[config.mk]
export PLATFORM = sky130hd
export DESIGN_NAME = core_top
export DESIGN_NICKNAME = d
export VERILOG_FILES = /design/src/verilog/isa_pkg.sv /design/src/verilog/bus_pkg.sv /design/src/verilog/fetch_unit.sv /design/src/verilog/regfile.sv /design/src/verilog/decode.sv /design/src/verilog/execute.sv /design/src/verilog/result.sv /design/src/verilog/core_top.sv
export VERILOG_INCLUDE_DIRS = /design/src /design/src/verilog
export SDC_FILE = /design/constraint.sdc
export NUM_CORES = 2
export LEC_CHECK = 0
export BUFFER_PORTS_ARGS = -buffer_cell sky130_fd_sc_hd__buf_2
export CAP_MARGIN = 20
export CORE_ASPECT_RATIO = 0.6
export CORE_MARGIN = 2
export CORE_UTILIZATION = 54
export DETAILED_ROUTE_END_ITERATION = 12
export PLACE_DENSITY_LB_ADDON = 0.3
export SLEW_MARGIN = 10
export SYNTH_ARGS = -nofsm -noshare
export SYNTH_HDL_FRONTEND = slang
export SYNTH_SLANG_ARGS = --single-unit
[constraint.sdc]
create_clock -name clk -period 32.1 [get_ports clk]
set_input_delay 1.605 -clock clk [delete_from_list [all_inputs] [get_ports clk]]
set_output_delay 1.605 -clock clk [all_outputs]
set_load 0.1 [all_outputs]
[src/verilog/core_settings.svh]
`ifndef CORE_SETTINGS_SVH
`define CORE_SETTINGS_SVH

// first fetch address after reset
`define CORE_RESET_PC 32'hbfc00000

// data and address width
`define CORE_WORD_WIDTH 32

// architectural general purpose registers
`define CORE_NUM_REGS 32

`endif

[src/verilog/isa_pkg.sv]
`include "core_settings.svh"

package isa_pkg;

    typedef logic [`CORE_WORD_WIDTH-1:0] word_t;
    typedef logic [$clog2(`CORE_NUM_REGS)-1:0] reg_idx_t;

    typedef enum logic [3:0] {
        alu_addu,
        alu_subu,
        alu_and,
        alu_or,
        alu_xor,
        alu_slt,
        alu_sll,
        alu_lui,
        // base plus offset for lw and sw
        alu_addr,
        alu_beq,
        alu_bne,
        alu_j
    } alu_op_t;

    // decode to execute
    typedef struct packed {
        logic     valid;
        word_t    pc;
        alu_op_t  op;
        reg_idx_t rs;
        reg_idx_t rt;
        word_t    rs_val;
        word_t    rt_val;
        word_t    imm;
        reg_idx_t dest;
        // second alu operand is imm instead of rt
        logic     use_imm;
        logic     regwrite;
        logic     memread;
        logic     memwrite;
    } decoded_t;

    // execute to result, result doubles as memory address
    typedef struct packed {
        logic     valid;
        word_t    pc;
        word_t    result;
        word_t    store_data;
        reg_idx_t dest;
        logic     regwrite;
        logic     memread;
        logic     memwrite;
    } executed_t;

endpackage

[src/verilog/bus_pkg.sv]
package bus_pkg;

    import isa_pkg::*;

    typedef struct packed {
        logic  valid;
        word_t addr;
    } ibus_req_t;

    typedef struct packed {
        logic  data_ok;
        word_t data;
    } ibus_resp_t;

    typedef struct packed {
        logic  valid;
        logic  write;
        word_t addr;
        word_t wdata;
    } dbus_req_t;

    typedef struct packed {
        logic  data_ok;
        word_t rdata;
    } dbus_resp_t;

endpackage

[src/verilog/fetch_unit.sv]
`timescale 1ns/10ps

`include "core_settings.svh"

module fetch_unit import isa_pkg::*, bus_pkg::*; (
    input  logic       clk,
    input  logic       reset,
    input  logic       stall,
    input  logic       flush,
    input  logic       redirect,
    input  word_t      redirect_pc,
    input  ibus_resp_t iresp,
    output ibus_req_t  ireq,
    output word_t      instr,
    output word_t      instr_pc,
    output logic       instr_valid
);

    logic  running;
    word_t pc;
    word_t pending_pc;
    logic  drop;
    logic  held_valid;
    word_t held_instr;
    word_t held_pc;
    logic  done;
    logic  take;
    logic  slot_free;

    // no new request while a word waits in the skid slot
    assign ireq.valid = running & ~held_valid;
    assign ireq.addr  = pc;

    assign done      = ireq.valid & iresp.data_ok;
    assign take      = done & ~drop & ~redirect;
    assign slot_free = ~instr_valid | ~stall;

    always_ff @(posedge clk) begin
        if (reset) begin
            running <= 1'b0;
            pc      <= `CORE_RESET_PC;
            drop    <= 1'b0;
        end else begin
            running <= 1'b1;
            if (redirect) begin
                if (ireq.valid && !iresp.data_ok) begin
                    // wrong-path fetch still on the bus
                    drop       <= 1'b1;
                    pending_pc <= redirect_pc;
                end else begin
                    pc <= redirect_pc;
                end
            end else if (done && drop) begin
                drop <= 1'b0;
                pc   <= pending_pc;
            end else if (take) begin
                pc <= pc + 32'd4;
            end
        end
    end

    always_ff @(posedge clk) begin
        if (reset || flush) begin
            instr_valid <= 1'b0;
            held_valid  <= 1'b0;
        end else if (slot_free) begin
            if (held_valid) begin
                instr       <= held_instr;
                instr_pc    <= held_pc;
                instr_valid <= 1'b1;
                held_valid  <= 1'b0;
            end else begin
                instr       <= iresp.data;
                instr_pc    <= pc;
                instr_valid <= take;
            end
        end else if (take) begin
            // decode busy, park the word
            held_instr <= iresp.data;
            held_pc    <= pc;
            held_valid <= 1'b1;
        end
    end

endmodule

[src/verilog/regfile.sv]
`timescale 1ns/10ps

`include "core_settings.svh"

module regfile import isa_pkg::*; (
    input  logic     clk,
    input  logic     reset,
    input  reg_idx_t raddr1,
    input  reg_idx_t raddr2,
    input  logic     wen,
    input  reg_idx_t waddr,
    input  word_t    wdata,
    output word_t    rdata1,
    output word_t    rdata2
);

    word_t regs [`CORE_NUM_REGS];

    function automatic word_t read_port(
        input reg_idx_t addr,
        input word_t    stored,
        input logic     w_en,
        input reg_idx_t w_addr,
        input word_t    w_data
    );
        if (addr == '0) begin
            return '0;
        end
        // same-cycle write wins
        if (w_en && w_addr == addr) begin
            return w_data;
        end
        return stored;
    endfunction

    assign rdata1 = read_port(raddr1, regs[raddr1], wen, waddr, wdata);
    assign rdata2 = read_port(raddr2, regs[raddr2], wen, waddr, wdata);

    always_ff @(posedge clk) begin
        if (reset) begin
            for (int i = 0; i < `CORE_NUM_REGS; i++) begin
                regs[i] <= '0;
            end
        end else if (wen && waddr != '0) begin
            regs[waddr] <= wdata;
        end
    end

endmodule

[src/verilog/decode.sv]
`timescale 1ns/10ps

module decode import isa_pkg::*; (
    input  logic     clk,
    input  logic     reset,
    input  word_t    instr,
    input  word_t    instr_pc,
    input  logic     instr_valid,
    input  logic     hold,
    input  logic     flush,
    input  word_t    rdata1,
    input  word_t    rdata2,
    input  reg_idx_t ex_dest,
    input  logic     ex_memread,
    output reg_idx_t raddr1,
    output reg_idx_t raddr2,
    output logic     stall,
    output decoded_t decoded
);

    reg_idx_t rs;
    reg_idx_t rt;
    reg_idx_t rd;
    word_t    imm_sext;
    word_t    imm_zext;
    decoded_t dec_next;

    assign rs       = instr[25:21];
    assign rt       = instr[20:16];
    assign rd       = instr[15:11];
    assign imm_sext = {{16{instr[15]}}, instr[15:0]};
    assign imm_zext = {16'b0, instr[15:0]};
    assign raddr1   = rs;
    assign raddr2   = rt;

    // load in execute feeding this instruction
    assign stall = instr_valid & ex_memread & (ex_dest != '0) &
                   ((ex_dest == rs) | (ex_dest == rt));

    always_comb begin
        dec_next        = '0;
        dec_next.valid  = instr_valid;
        dec_next.pc     = instr_pc;
        dec_next.rs     = rs;
        dec_next.rt     = rt;
        dec_next.rs_val = rdata1;
        dec_next.rt_val = rdata2;
        dec_next.imm    = imm_sext;
        case (instr[31:26])
            6'h00: begin
                dec_next.dest     = rd;
                dec_next.regwrite = 1'b1;
                case (instr[5:0])
                    6'h21: dec_next.op = alu_addu;
                    6'h23: dec_next.op = alu_subu;
                    6'h24: dec_next.op = alu_and;
                    6'h25: dec_next.op = alu_or;
                    6'h26: dec_next.op = alu_xor;
                    6'h2a: dec_next.op = alu_slt;
                    6'h00: begin
                        dec_next.op  = alu_sll;
                        dec_next.imm = {27'b0, instr[10:6]};
                    end
                    default: dec_next.regwrite = 1'b0;
                endcase
            end
            // addiu
            6'h09: begin
                dec_next.op       = alu_addu;
                dec_next.use_imm  = 1'b1;
                dec_next.dest     = rt;
                dec_next.regwrite = 1'b1;
            end
            // ori
            6'h0d: begin
                dec_next.op       = alu_or;
                dec_next.imm      = imm_zext;
                dec_next.use_imm  = 1'b1;
                dec_next.dest     = rt;
                dec_next.regwrite = 1'b1;
            end
            // lui
            6'h0f: begin
                dec_next.op       = alu_lui;
                dec_next.imm      = imm_zext;
                dec_next.dest     = rt;
                dec_next.regwrite = 1'b1;
            end
            // lw
            6'h23: begin
                dec_next.op       = alu_addr;
                dec_next.dest     = rt;
                dec_next.regwrite = 1'b1;
                dec_next.memread  = 1'b1;
            end
            // sw
            6'h2b: begin
                dec_next.op       = alu_addr;
                dec_next.memwrite = 1'b1;
            end
            6'h04: dec_next.op = alu_beq;
            6'h05: dec_next.op = alu_bne;
            6'h02: begin
                dec_next.op  = alu_j;
                dec_next.imm = {6'b0, instr[25:0]};
            end
            // unknown opcodes retire as no-ops
            default: dec_next.op = alu_addu;
        endcase
    end

    always_ff @(posedge clk) begin
        if (reset) begin
            decoded.valid <= 1'b0;
        end else if (!hold) begin
            if (flush || stall) begin
                decoded.valid <= 1'b0;
            end else begin
                decoded <= dec_next;
            end
        end
    end

endmodule

[src/verilog/execute.sv]
`timescale 1ns/10ps

module execute import isa_pkg::*; (
    input  logic      clk,
    input  logic      reset,
    input  decoded_t  decoded,
    input  logic      hold,
    input  logic      wb_en,
    input  reg_idx_t  wb_addr,
    input  word_t     wb_data,
    output executed_t executed,
    output logic      redirect,
    output word_t     redirect_pc,
    output reg_idx_t  ex_dest,
    output logic      ex_memread
);

    word_t     src_a;
    word_t     src_b;
    word_t     opnd_b;
    word_t     alu_out;
    word_t     branch_target;
    word_t     jump_target;
    logic      taken;
    executed_t exe_next;

    function automatic word_t forward(
        input reg_idx_t  idx,
        input word_t     reg_val,
        input executed_t er,
        input logic      w_en,
        input reg_idx_t  w_addr,
        input word_t     w_data
    );
        if (idx == '0) begin
            return reg_val;
        end
        // a load in result has no data yet, it comes through writeback
        if (er.valid && er.regwrite && !er.memread && er.dest == idx) begin
            return er.result;
        end
        if (w_en && w_addr == idx) begin
            return w_data;
        end
        return reg_val;
    endfunction

    assign src_a  = forward(decoded.rs, decoded.rs_val, executed, wb_en, wb_addr, wb_data);
    assign src_b  = forward(decoded.rt, decoded.rt_val, executed, wb_en, wb_addr, wb_data);
    assign opnd_b = decoded.use_imm ? decoded.imm : src_b;

    always_comb begin
        case (decoded.op)
            alu_addu: alu_out = src_a + opnd_b;
            alu_subu: alu_out = src_a - opnd_b;
            alu_and:  alu_out = src_a & opnd_b;
            alu_or:   alu_out = src_a | opnd_b;
            alu_xor:  alu_out = src_a ^ opnd_b;
            alu_slt:  alu_out = word_t'($signed(src_a) < $signed(opnd_b));
            alu_sll:  alu_out = src_b << decoded.imm[4:0];
            alu_lui:  alu_out = {decoded.imm[15:0], 16'b0};
            alu_addr: alu_out = src_a + decoded.imm;
            default:  alu_out = '0;
        endcase
    end

    assign branch_target = decoded.pc + 32'd4 + {decoded.imm[29:0], 2'b00};
    assign jump_target   = {decoded.pc[31:28], decoded.imm[25:0], 2'b00};

    assign taken = decoded.valid &
                   (((decoded.op == alu_beq) & (src_a == src_b)) |
                    ((decoded.op == alu_bne) & (src_a != src_b)) |
                    (decoded.op == alu_j));

    // only when the branch leaves execute, so one cycle
    assign redirect    = taken & ~hold;
    assign redirect_pc = (decoded.op == alu_j) ? jump_target : branch_target;

    assign ex_dest    = decoded.dest;
    assign ex_memread = decoded.valid & decoded.memread;

    always_comb begin
        exe_next.valid      = decoded.valid;
        exe_next.pc         = decoded.pc;
        exe_next.result     = alu_out;
        exe_next.store_data = src_b;
        exe_next.dest       = decoded.dest;
        exe_next.regwrite   = decoded.regwrite;
        exe_next.memread    = decoded.memread;
        exe_next.memwrite   = decoded.memwrite;
    end

    always_ff @(posedge clk) begin
        if (reset) begin
            executed.valid <= 1'b0;
        end else if (!hold) begin
            executed <= exe_next;
        end
    end

endmodule

[src/verilog/result.sv]
`timescale 1ns/10ps

module result import isa_pkg::*, bus_pkg::*; (
    input  logic       clk,
    input  logic       reset,
    input  executed_t  executed,
    input  dbus_resp_t dresp,
    output dbus_req_t  dreq,
    output logic       mem_busy,
    output logic       wb_en,
    output reg_idx_t   wb_addr,
    output word_t      wb_data
);

    logic mem_op;
    logic done;
    logic load_ok;

    assign mem_op = executed.valid & (executed.memread | executed.memwrite);

    // request stays up from entry until the data_ok cycle
    assign dreq.valid = mem_op & ~done;
    assign dreq.write = executed.memwrite;
    assign dreq.addr  = executed.result;
    assign dreq.wdata = executed.store_data;

    // freezes the earlier stages through the data_ok cycle
    assign mem_busy = dreq.valid;

    assign load_ok = dreq.valid & dresp.data_ok;

    // set for the single cycle the finished instruction still sits here
    always_ff @(posedge clk) begin
        if (reset) begin
            done <= 1'b0;
        end else begin
            done <= load_ok;
        end
    end

    // alu results go out while in this stage, loads in the data_ok cycle
    always_comb begin
        wb_addr = executed.dest;
        if (executed.memread) begin
            wb_en   = executed.valid & executed.regwrite & load_ok;
            wb_data = dresp.rdata;
        end else begin
            wb_en   = executed.valid & executed.regwrite;
            wb_data = executed.result;
        end
    end

endmodule

[src/verilog/core_top.sv]
`timescale 1ns/10ps

module core_top import isa_pkg::*, bus_pkg::*; (
    input  logic       clk,
    input  logic       reset,
    output ibus_req_t  ireq,
    input  ibus_resp_t iresp,
    output dbus_req_t  dreq,
    input  dbus_resp_t dresp
);

    word_t     instr;
    word_t     instr_pc;
    logic      instr_valid;
    logic      dec_stall;
    logic      fetch_stall;
    logic      redirect;
    word_t     redirect_pc;
    reg_idx_t  raddr1;
    reg_idx_t  raddr2;
    word_t     rdata1;
    word_t     rdata2;
    decoded_t  decoded;
    executed_t executed;
    reg_idx_t  ex_dest;
    logic      ex_memread;
    logic      mem_busy;
    logic      wb_en;
    reg_idx_t  wb_addr;
    word_t     wb_data;

    assign fetch_stall = dec_stall | mem_busy;

    fetch_unit fetch_unit_inst (
        .clk         (clk),
        .reset       (reset),
        .stall       (fetch_stall),
        .flush       (redirect),
        .redirect    (redirect),
        .redirect_pc (redirect_pc),
        .iresp       (iresp),
        .ireq        (ireq),
        .instr       (instr),
        .instr_pc    (instr_pc),
        .instr_valid (instr_valid)
    );

    decode decode_inst (
        .clk         (clk),
        .reset       (reset),
        .instr       (instr),
        .instr_pc    (instr_pc),
        .instr_valid (instr_valid),
        .hold        (mem_busy),
        .flush       (redirect),
        .rdata1      (rdata1),
        .rdata2      (rdata2),
        .ex_dest     (ex_dest),
        .ex_memread  (ex_memread),
        .raddr1      (raddr1),
        .raddr2      (raddr2),
        .stall       (dec_stall),
        .decoded     (decoded)
    );

    regfile regfile_inst (
        .clk    (clk),
        .reset  (reset),
        .raddr1 (raddr1),
        .raddr2 (raddr2),
        .wen    (wb_en),
        .waddr  (wb_addr),
        .wdata  (wb_data),
        .rdata1 (rdata1),
        .rdata2 (rdata2)
    );

    execute execute_inst (
        .clk         (clk),
        .reset       (reset),
        .decoded     (decoded),
        .hold        (mem_busy),
        .wb_en       (wb_en),
        .wb_addr     (wb_addr),
        .wb_data     (wb_data),
        .executed    (executed),
        .redirect    (redirect),
        .redirect_pc (redirect_pc),
        .ex_dest     (ex_dest),
        .ex_memread  (ex_memread)
    );

    result result_inst (
        .clk      (clk),
        .reset    (reset),
        .executed (executed),
        .dresp    (dresp),
        .dreq     (dreq),
        .mem_busy (mem_busy),
        .wb_en    (wb_en),
        .wb_addr  (wb_addr),
        .wb_data  (wb_data)
    );

endmodule

==> impl_metrics.env <==
export IMPL_avgSynthCellArea_um2=13.4
export IMPL_rsz0062_at_grt="false"
export IMPL_final_core_util_pct=59.6
export IMPL_use_met2_pct=48.6
export IMPL_cp_slowest_cell="buf_4"
export IMPL_cp_required_ps=32650
export IMPL_drtPass1Iterations=8
export IMPL_cts_made_buffers=135
export IMPL_via_per_inst=7.08
export IMPL_crit_buf_inv=6
export IMPL_cts_sinks=1451
export IMPL_yosysUniqueCellTypes=99
export IMPL_rows=109
export IMPL_seq_area_frac_synth_pct=53.5
export IMPL_slowest_delay_ps=790
export IMPL_slew_viol_final=0
export IMPL_max_cap_violations=0
export IMPL_ios=167
export IMPL_cp_max_fo=35
export IMPL_endpoint_kind="register"
export IMPL_place_area_mm2=0.0835
export IMPL_netlist_instances=6021
export IMPL_fin_area_mm2=0.0880
export IMPL_fin_crit_sh_pct=25.0
export IMPL_cts_buffer_depth=3
export IMPL_port_buffer_count=166
export IMPL_startpoint_type="register"
export IMPL_layout_drive_gt1_share_pct=24.9
export IMPL_drt_iter0_markers=10300
export IMPL_grt_pass1_vias=54500
export IMPL_hold_class="reg -> reg"
export IMPL_fp_dieH_um=303
export IMPL_arrival_ps=8580
export IMPL_cts_tree="built"
export IMPL_skew_ps=51.4
export IMPL_gp_congestion=1.05
export IMPL_vias=57200
export IMPL_path_cells="buf_4, buf_4, mux2i_4, buf_4, a2bb2oi_1, a2bb2oi_1, inv_1, mux2i_1, inv_1, ha_1, inv_1, fa_1, a21o_1, a21oi_1, o21ai_0, a21oi_1, o22ai_1, a21oi_1, o21ai_0, a31oi_1, o21ai_0, o211ai_1, a221o_1"
export IMPL_synth_main_ff_cell="edfxtp_1"
export IMPL_fin_total_pwr_w=0.00505
export IMPL_pwr_density_cell_mw_per_mm2=57.4
export IMPL_use_met1_pct=53.2
export IMPL_leakage_nw=32.2
export IMPL_routedWlPerCell_um=34.9
export IMPL_worst_setup_path_type="reg -> reg"
export IMPL_use_met3_pct=17.0
export IMPL_drc=0
export IMPL_peakVddDrop_mv=0.0519
export IMPL_relSlewSlack_pct=18.1
export IMPL_worst_slew_pin_slew_ps=1220
export IMPL_synth_yosys_warnings=0
export IMPL_antenna_found_initial=15
export IMPL_grt_max_degree=75
export IMPL_htree_num_levels=4
export IMPL_critPathTopFamily="compound AO/OA/AOI/OAI gates"
export IMPL_insertion_delay_ps=810
export IMPL_synthArstFlopShare_pct=0
export IMPL_grt_usage_pct=36.7
export IMPL_min_period_ps=8030
export IMPL_final_hold_viol_count=0
export IMPL_busiest_layer="met1"
export IMPL_status="complete, no violations"
export IMPL_setup_viol_count_final=0
export IMPL_synth_edf_count=1402
export IMPL_finalSetupTns_ps=0
export IMPL_cts_hold_buf=0
export IMPL_ant_nets=0
export IMPL_timing_fmax_ghz=0.125
export IMPL_grt_overflow_total=0
export IMPL_die_w_um=502
export IMPL_start_util_pct=54.5
export IMPL_dieArea_mm2=0.152
export IMPL_core_mm2=0.148
export IMPL_syn_to_final_growth_pct=9.28
export IMPL_syn_area_mm2=0.0805
export IMPL_post_cts_buffers=0
export IMPL_grt_pass1_wl_mm=396
export IMPL_ys_ff_latch=1451
export IMPL_finalNetCount=6224
export IMPL_ctsResizeCount=0
export IMPL_clock_root_buffer="clkbuf_16"
export IMPL_dpl_hpwl_mm=184
export IMPL_wl_mm=281
export IMPL_cts_clk_slew_worst_paths_ps=70
layer usage:
metal | share of wire, % | up-vias
met5 | 0.092 | -
met4 | 3.6 | 12
met3 | 18 | 693
met2 | 40 | 5046
met1 | 38 | 28600
li1 | - | 22800
Yosys cell counts (all sizes together) (129+ instances only):
| library cell | number | area (um2) |
|---|---|---|
| a21oi | 215 | 1090 |
| buf | 164 | 1020 |
| clkbuf | 417 | 1570 |
| edfxtp | 1402 | 42100 |
| ha | 186 | 2330 |
| inv | 146 | 548 |
| mux2 | 150 | 1720 |
| mux2i | 141 | 1420 |
| mux4 | 649 | 14600 |
| nand2 | 203 | 762 |
| nor2 | 1273 | 4780 |
| o21ai | 129 | 661 |
cell families after synthesis:
logic type	share of synthesized area [%]
flops	53.5
fa+ha+maj	2.97
buf+inv	3.90
other cells	0.00466
xor+xnor	1.60
simple gates	9.16
mux	22.1
compound gates	6.81
final cells by class:
type / count / area, um2
Clock buffer: 163 / 3530
Sequential cell: 1451 / 43100
Fill cell: 11300 / 59700
Timing Repair Buffer: 359 / 2410
Multi-Input combinational cell: 3872 / 35000
Clock inverter: 79 / 852
Tap cell: 1998 / 2500
Inverter: 148 / 556
Antenna cell: 1 / 2.50
placed cells by master (no fill, tap or decap), drive strengths merged, types with 141 or more instances in the layout:
master,Yosys,final
edfxtp,1402,1402
mux2i,141,141
mux2,150,150
ha,186,186
mux4,649,649
nand2,203,203
buf,164,358
clkbuf,417,164
a21oi,215,215
nor2,1273,1273
inv,146,153
metrics by stage:
step           instances  hold slack [ps]  setup slack [ps]
5_1_grt             8070              427             23960
3_5_place_dp        7822              405             24040
2_1_floorplan       6052              400             13550
4_1_cts             8064              420             24510
3_3_place_gp        7817              402             24170
6_report            8071              418             24070
power breakdown:
| group | internal [W] | leakage, nW | switching [W] |
|---|---|---|---|
| clock network | 0.000893 | 2.14 | 0.000769 |
| registers | 0.00217 | 14.6 | 0.0000998 |
| logic | 0.000391 | 15.5 | 0.000721 |
worst paths after layout:
check                         startpoint                        end  slack (ps)  depth (start not counted)
max             execute_inst.executed[1]  execute_inst.executed[40]       24070                         23
min          fetch_unit_inst.instr_pc[6]   decode_inst.decoded[125]         420                          0
max reg2reg     execute_inst.executed[1]  execute_inst.executed[40]       24070                         23
min reg2reg  fetch_unit_inst.instr_pc[6]   decode_inst.decoded[125]         420                          0
sequential cells by signal (all words and copies together), names as in the netlist, named ones only:
name,cells
regfile_inst.regs,1024
decode_inst.decoded,147
execute_inst.executed,73
fetch_unit_inst.held_instr,32
fetch_unit_inst.held_pc,32
fetch_unit_inst.instr,32
fetch_unit_inst.instr_pc,32
fetch_unit_inst.pc,32
fetch_unit_inst.pending_pc,32
fetch_unit_inst.drop,1
fetch_unit_inst.held_valid,1
fetch_unit_inst.instr_valid,1
fetch_unit_inst.running,1
result_inst.done,1
(Power assumes the default switching activity.)
